<file path="src/design/icachePkg.sv">
// icache package: cache geometry plus the fetch address, request, fill and response types
`default_nettype none

package icachePkg;

    // fetch addresses count 32-bit instruction words
    localparam int addrWidth = 16;
    localparam int wordWidth = 32;
    localparam int blockWords = 4;
    localparam int numLines = 16;
    localparam int blockWidth = blockWords * wordWidth;

    // derived field widths
    localparam int offsetWidth = $clog2(blockWords);
    localparam int indexWidth = $clog2(numLines);
    localparam int tagWidth = addrWidth - indexWidth - offsetWidth;
    localparam int blockAddrWidth = addrWidth - offsetWidth;

    // array view of a fetch address
    typedef struct packed {
        logic [tagWidth-1:0]    tag;
        logic [indexWidth-1:0]  index;
        logic [offsetWidth-1:0] word;
    } fetchAddrFields_t;

    // pipeline and memory use raw, the array uses fields
    typedef union packed {
        logic [addrWidth-1:0] raw;
        fetchAddrFields_t     fields;
    } fetchAddr_u;

    // request waiting for a lookup
    typedef struct packed {
        logic       valid;
        fetchAddr_u addr;
    } fetchReq_t;

    // block coming back from memory, valid is a one-cycle strobe
    typedef struct packed {
        logic                  valid;
        logic [blockWidth-1:0] block;
    } memFill_t;

    // word handed back to the pipeline
    typedef struct packed {
        logic                 valid;
        logic [wordWidth-1:0] word;
    } fetchRsp_t;

endpackage

`default_nettype wire

</file>
<file path="src/design/fetchRequestPort.sv">
// fetch request port: captures a pipeline fetch strobe and address into the pending request
`default_nettype none

module fetchRequestPort
    import icachePkg::*;
(
    input  wire logic                 clock,
    input  wire logic                 reset,
    input  wire logic                 fetchValid,
    input  wire logic [addrWidth-1:0] fetchAddr,
    input  wire logic                 retire,
    output fetchReq_t                 pendingReq
);

    logic       pendingValid;
    fetchAddr_u pendingAddr;
    logic       accept;

    // only one request in flight, a strobe during a pending one is dropped
    assign accept = fetchValid && !pendingValid;

    // valid bit is control state
    always_ff @(posedge clock or negedge reset) begin
        if (!reset) begin
            pendingValid <= 1'b0;
        end else if (accept) begin
            pendingValid <= 1'b1;
        end else if (retire) begin
            // response taken this edge
            pendingValid <= 1'b0;
        end
    end

    // address is payload
    always_ff @(posedge clock) begin
        if (accept) begin
            pendingAddr.raw <= fetchAddr;
        end
    end

    // the union presents the tag, index and word fields downstream
    always_comb begin
        pendingReq.valid = pendingValid;
        pendingReq.addr  = pendingAddr;
    end

endmodule

`default_nettype wire

</file>
<file path="src/design/icacheArray.sv">
// icache array: direct-mapped tag, valid and block storage with hit detection and line fill
`default_nettype none

module icacheArray
    import icachePkg::*;
(
    input  wire logic                  clock,
    input  wire logic                  reset,
    input  wire fetchReq_t             pendingReq,
    input  wire logic                  fillWen,
    input  wire logic [blockWidth-1:0] fillBlock,
    output logic                       hit,
    output logic      [blockWidth-1:0] lineBlock
);

    logic [tagWidth-1:0]   tagMem   [numLines];
    logic [blockWidth-1:0] blockMem [numLines];
    logic [numLines-1:0]   lineValid;

    logic [indexWidth-1:0] lineIndex;
    logic [tagWidth-1:0]   reqTag;
    logic [tagWidth-1:0]   lineTag;
    logic                  tagMatch;

    // decode through the field view
    assign lineIndex = pendingReq.addr.fields.index;
    assign reqTag    = pendingReq.addr.fields.tag;

    // valid bits clear on reset, so every line starts empty
    always_ff @(posedge clock or negedge reset) begin
        if (!reset) begin
            lineValid <= '0;
        end else if (fillWen) begin
            lineValid[lineIndex] <= 1'b1;
        end
    end

    // tag and data storage, written only by a fill
    always_ff @(posedge clock) begin
        if (fillWen) begin
            tagMem[lineIndex]   <= reqTag;
            blockMem[lineIndex] <= fillBlock;
        end
    end

    // combinational read of the indexed line
    assign lineTag   = tagMem[lineIndex];
    assign lineBlock = blockMem[lineIndex];
    assign tagMatch  = (lineTag == reqTag);

    // a line only counts with a live request behind it
    assign hit = pendingReq.valid && lineValid[lineIndex] && tagMatch;

endmodule

`default_nettype wire

</file>
<file path="src/design/icacheController.sv">
// icache controller: miss FSM with idle, memory read and fill, driving busy and the memory read
`default_nettype none

module icacheController
    import icachePkg::*;
(
    input  wire logic                      clock,
    input  wire logic                      reset,
    input  wire fetchReq_t                 pendingReq,
    input  wire logic                      hit,
    input  wire memFill_t                  memFill,
    output logic                           busy,
    output logic                           memRen,
    output logic      [blockAddrWidth-1:0] memBlockAddr,
    output logic                           fillWen,
    output logic      [blockWidth-1:0]     fillBlock,
    output logic                           retire,
    output logic                           rspTake
);

    localparam logic [1:0] idleState    = 2'b00;
    localparam logic [1:0] memReadState = 2'b01;
    localparam logic [1:0] fillState    = 2'b10;

    logic [1:0]            state;
    logic [1:0]            nextState;
    logic [blockWidth-1:0] fillBlockReg;
    logic                  pendingHit;
    logic                  pendingMiss;

    assign pendingHit  = pendingReq.valid && hit;
    assign pendingMiss = pendingReq.valid && !hit;

    // state register
    always_ff @(posedge clock or negedge reset) begin
        if (!reset) begin
            state <= idleState;
        end else begin
            state <= nextState;
        end
    end

    // next state
    always_comb begin
        nextState = state;
        case (state)
            idleState: begin
                if (pendingMiss) begin
                    nextState = memReadState;
                end
            end
            memReadState: begin
                // wait as long as memory needs
                if (memFill.valid) begin
                    nextState = fillState;
                end
            end
            fillState: begin
                // back to idle, the lookup replays and hits
                nextState = idleState;
            end
            default: begin
                nextState = idleState;
            end
        endcase
    end

    // returned block, held for the fill cycle
    always_ff @(posedge clock) begin
        if (state == memReadState && memFill.valid) begin
            fillBlockReg <= memFill.block;
        end
    end

    // decoded outputs
    always_comb begin
        memRen  = 1'b0;
        fillWen = 1'b0;
        retire  = 1'b0;
        rspTake = 1'b0;
        case (state)
            idleState: begin
                retire  = pendingHit;
                rspTake = pendingHit;
            end
            memReadState: begin
                memRen = 1'b1;
            end
            fillState: begin
                fillWen = 1'b1;
            end
            default: begin
                memRen = 1'b0;
            end
        endcase
    end

    // pipeline holds off while anything is in flight
    assign busy = pendingReq.valid || (state != idleState);

    // tag and index, steady for the whole read since the request is held
    assign memBlockAddr = {pendingReq.addr.fields.tag, pendingReq.addr.fields.index};
    assign fillBlock    = fillBlockReg;

endmodule

`default_nettype wire

</file>
<file path="src/design/fetchResponsePort.sv">
// fetch response port: picks the addressed word from the line and registers the response
`default_nettype none

module fetchResponsePort
    import icachePkg::*;
(
    input  wire logic                  clock,
    input  wire logic                  reset,
    input  wire logic                  rspTake,
    input  wire fetchReq_t             pendingReq,
    input  wire logic [blockWidth-1:0] lineBlock,
    output fetchRsp_t                  fetchRsp
);

    logic [offsetWidth-1:0] wordSel;
    logic [wordWidth-1:0]   selWord;
    logic                   rspValid;
    logic [wordWidth-1:0]   rspWord;

    // word 0 sits in the low bits of the block
    assign wordSel = pendingReq.addr.fields.word;
    assign selWord = lineBlock[wordSel*wordWidth +: wordWidth];

    // one-cycle strobe
    always_ff @(posedge clock or negedge reset) begin
        if (!reset) begin
            rspValid <= 1'b0;
        end else begin
            rspValid <= rspTake;
        end
    end

    always_ff @(posedge clock) begin
        if (rspTake) begin
            rspWord <= selWord;
        end
    end

    always_comb begin
        fetchRsp.valid = rspValid;
        fetchRsp.word  = rspWord;
    end

endmodule

`default_nettype wire

</file>
<file path="src/design/icacheTop.sv">
// icache top: joins request capture, controller, array and response port to pipeline and memory
`default_nettype none

module icacheTop
    import icachePkg::*;
(
    input  wire logic                      clock,
    input  wire logic                      reset,
    input  wire logic                      fetchValid,
    input  wire logic [addrWidth-1:0]      fetchAddr,
    output logic                           busy,
    output fetchRsp_t                      fetchRsp,
    output logic                           memRen,
    output logic      [blockAddrWidth-1:0] memBlockAddr,
    input  wire memFill_t                  memFill
);

    fetchReq_t             pendingReq;
    logic                  hit;
    logic [blockWidth-1:0] lineBlock;
    logic                  fillWen;
    logic [blockWidth-1:0] fillBlock;
    logic                  retire;
    logic                  rspTake;

    // input side
    fetchRequestPort requestPort_i (
        .clock      (clock),
        .reset      (reset),
        .fetchValid (fetchValid),
        .fetchAddr  (fetchAddr),
        .retire     (retire),
        .pendingReq (pendingReq)
    );

    icacheArray array_i (
        .clock      (clock),
        .reset      (reset),
        .pendingReq (pendingReq),
        .fillWen    (fillWen),
        .fillBlock  (fillBlock),
        .hit        (hit),
        .lineBlock  (lineBlock)
    );

    icacheController controller_i (
        .clock        (clock),
        .reset        (reset),
        .pendingReq   (pendingReq),
        .hit          (hit),
        .memFill      (memFill),
        .busy         (busy),
        .memRen       (memRen),
        .memBlockAddr (memBlockAddr),
        .fillWen      (fillWen),
        .fillBlock    (fillBlock),
        .retire       (retire),
        .rspTake      (rspTake)
    );

    // output side
    fetchResponsePort responsePort_i (
        .clock      (clock),
        .reset      (reset),
        .rspTake    (rspTake),
        .pendingReq (pendingReq),
        .lineBlock  (lineBlock),
        .fetchRsp   (fetchRsp)
    );

endmodule

`default_nettype wire

</file>
<file path="config.mk">
export PLATFORM = sky130hd
export DESIGN_NAME = icacheTop
export DESIGN_NICKNAME = d
export VERILOG_FILES = /design/src/design/icachePkg.sv /design/src/design/fetchRequestPort.sv /design/src/design/icacheArray.sv /design/src/design/icacheController.sv /design/src/design/fetchResponsePort.sv /design/src/design/icacheTop.sv
export SDC_FILE = /design/constraint.sdc
export NUM_CORES = 2
export LEC_CHECK = 0
export ABC_AREA = 1
export BUFFER_PORTS_ARGS = -buffer_cell sky130_fd_sc_hd__buf_2
export CAP_MARGIN = 20
export CORE_UTILIZATION = 33
export DETAILED_ROUTE_END_ITERATION = 8
export HOLD_SLACK_MARGIN = 0.05
export PLACE_DENSITY_LB_ADDON = 0.25
export RECOVER_POWER = 50
export SLEW_MARGIN = 25
export SYNTH_ARGS = -nofsm -noshare
export SYNTH_HDL_FRONTEND = slang
export SYNTH_SLANG_ARGS = --single-unit
</file>
<file path="constraint.sdc">
create_clock -name clock -period 15 [get_ports clock]
set_input_delay 1.5 -clock clock [delete_from_list [all_inputs] [get_ports clock]]
set_output_delay 1.5 -clock clock [all_outputs]
set_load 0.02 [all_outputs]
</file>
==> flow_summary.json <==
{
  "status": "finished, violations left",
  "violations": "design-rule violations, max-capacitance violations, max-slew violations",
  "synth_top_cells_by_count": "edfxtp_1, nor2_1, o21ai_0",
  "required_ns": 15.46,
  "rows": 194,
  "rsz0062_at_grt": "no",
  "clk_latency_ns": 0.84,
  "slew_violations": 60,
  "ctsResizeCount": 0,
  "synth_ff_type": "edfxtp_1",
  "fin_crit_sh_pct": 34.1,
  "arrival_ns": 5.57,
  "wl_per_cell_um": 26.3,
  "place.gp.congestion": 0.782,
  "crit_path_start_kind": "flip-flop",
  "via_count": 58600,
  "synth_area_per_cell_um2": 13.5,
  "min_path_type": "reg2reg",
  "synth_area_leaders": "edfxtp_1, o21ai_0, nor2_1",
  "cts_buffer_depth": 4,
  "syn_area_um2": 92900,
  "ys_types": 29,
  "num-nets-final": 7140,
  "fin_setup_tns_ns": 0,
  "layout-drive-gt1-share_pct": 8.77,
  "cts.sinks": 2408,
  "core_area_um2": 280000,
  "seq_area_frac_synth_pct": 77.7,
  "synthMuxAreaShare_pct": 0,
  "fmax_mhz": 195,
  "final.setup_skew_ns": 0.0438,
  "drt-pass1-iter-count": 9,
  "clkTransAtPathRegs_ns": 0.06,
  "hold_violations": 0,
  "relSlewSlack_pct": -140,
  "syn_nets": 7045,
  "track_usage_pct": 19.7,
  "dp.cells": 10400,
  "setup_viol": 0,
  "ys_ff_latch": 2408,
  "cp_max_fo": 78,
  "synth_top_area_share_pct": 77.0,
  "yosys_warnings": 0,
  "crit_path_end_kind": "flip-flop",
  "drc_errors": 20,
  "fin_crit_ns": 5.12,
  "yosys.area.top_type": "edfxtp_1",
  "power_density_nw_per_um2": 140,
  "postRouteAntennaNets": 0,
  "synth_most_common_cell": "edfxtp_1",
  "port_buffers": 196,
  "grt_overflow": 0,
  "dieArea_um2": 284000,
  "yosys.area_share.xor_xnor_pct": 0,
  "hpwl_mm": 144,
  "synth_edf_count": 2384,
  "instances_no_fill": 10900,
  "synth_top_family_by_area": "compound AO/OA/AOI/OAI gates",
  "cts_tree": "done",
  "drtIter0Drc": 6356,
  "tightest_slew_ns": 3.59,
  "die_w_um": 533,
  "maxCapViolCount": 2,
  "area_growth_syn_to_layout_pct": 14.2,
  "synth_adder_area_share_pct": 0,
  "post_cts_buffers": 0,
  "grt_pass1_vias": 56200,
  "yosys.area_share.simple_pct": 8.24,
  "synth-async-reset-ratio_pct": 0.831,
  "grt_pass1_wl_mm": 409,
  "grt_max_degree": 209,
  "critical_path_class": "reg2reg",
  "cts_hold_buffers": 0,
  "netlist_instances": 6897,
  "ios": 197,
  "root_buffer": "clkbuf_16",
  "max-vdd-ir-drop_v": 0.0000812,
  "vias_per_cell": 5.37,
  "start_util_pct": 33.2,
  "cellLeakagePower_nw": 33.9,
  "synth_compound_area_share_pct": 11.4,
  "antenna_found_initial": 17,
  "h-tree-depth": 5,
  "drt-total-wl_mm": 287,
  "cts_buffers": 276,
  "fp.dieH_um": 533
}
==> report_power, final <==
part           switching (mW)  total (mW)  internal (mW)
registers               0.268        8.05           7.78
clock network            2.66        6.47           3.81
logic                   0.238       0.302         0.0640
==> registers in the layout, indices dropped and copies added (netlist names), named ones only <==
signal	cells
array_i.blockMem	2048
array_i.lineValid	16
array_i.tagMem	160
controller_i.fillBlock	128
controller_i.state	2
requestPort_i.pendingAddr	16
requestPort_i.pendingValid	1
responsePort_i.rspValid	1
responsePort_i.rspWord	32
==> worst max-delay path: stages, from the launching register on <==
cell and delay, ns:
dfxtp_4 0.68, buf_4 0.72, buf_4 0.62, buf_4 0.73, nand2_1 0.11, nand3_1 0.11
nand2_1 0.07, nand2_1 0.06, nand2_1 0.06, nand2_1 0.09, nand2_1 0.15, nand2_1 0.09
nand4_1 0.11, nor2_1 0.15, nand2_1 0.10, nor2_4 0.08, buf_4 0.63
==> final cells by class <==
type | count | area [µm²]
Multi-Input combinational cell | 3917 | 18400
Sequential cell | 2408 | 72200
Fill cell | 26500 | 174000
Timing Repair Buffer | 311 | 2010
Tap cell | 3724 | 4660
Clock buffer | 349 | 7440
Inverter | 78 | 327
Antenna cell | 3 | 7.51
Clock inverter | 130 | 1120
==> cell families (layout without fill, tap and decap cells) <==
logic type | count (synthesis) | count (layout)
AOI/OAI and AO/OA | 1953 | 1953
buffers and inverters | 572 | 868
DFF | 2408 | 2408
other | 0 | 3
and+or+nand+nor | 1964 | 1964
==> stage by stage <==
stage	cell area [µm²]	worst slack (ns)	util, %	power, mW	hold slack [ns]
finish	106000	9.88	38.0	14.8	0.467
global route	106000	9.55	37.9	15.2	0.491
CTS	106000	9.82	38.0	14.9	0.469
detailed placement	97600	9.87	34.9	8.50	0.455
global placement	97600	9.85	34.9	8.49	0.456
floorplan	92900	4.05	-	8.24	0.424
==> worst paths after layout <==
| kind | to | slack [ns] | cells past startpoint | from |
|---|---|---|---|---|
| max in group asynchronous | responsePort_i.rspValid | 13.39 | 1 | reset |
| max reg2reg | responsePort_i.rspWord[27] | 9.88 | 16 | flip-flop |
| min | array_i.lineValid[6] | 0.47 | 2 | array_i.lineValid[6] |
| min in group asynchronous | array_i.lineValid[11] | 0.89 | 1 | reset |
| max | responsePort_i.rspWord[27] | 9.88 | 16 | flip-flop |
| min reg2reg | array_i.lineValid[6] | 0.47 | 2 | array_i.lineValid[6] |
==> per-layer routing <==
metal | routed length (µm) | track usage, % | up-vias
li1 | - | - | 25800
met2 | 134000 | 31.7 | 2283
met1 | 126000 | 28.0 | 30100
met4 | 7040 | 5.09 | 2
met5 | 9 | 0 | -
met3 | 19600 | 2.78 | 417
==> cells in the final DEF, fill, tap and decap left out, drive strengths merged <==
master    Yosys  layout
edfxtp     2384    2384
o21ai      1316    1316
nor2       1299    1299
o22ai       608     608
nand2       456     456
clkbuf      297     430
buf         197     230
nand3       188     188
clkinv        1     100
inv          77      81
dfrtp        20      20
bufinv        0      18
a21oi        11      11
or2          11      11
o211ai        9       9
clkinvlp      0       9
o221ai        7       7
nor3          5       5
dfxtp         4       4
diode         0       3
nand4         3       3
o31ai         1       1
and3          1       1
a21o          1       1
nand3b        1       1
Power figures use the tool's default switching activity.
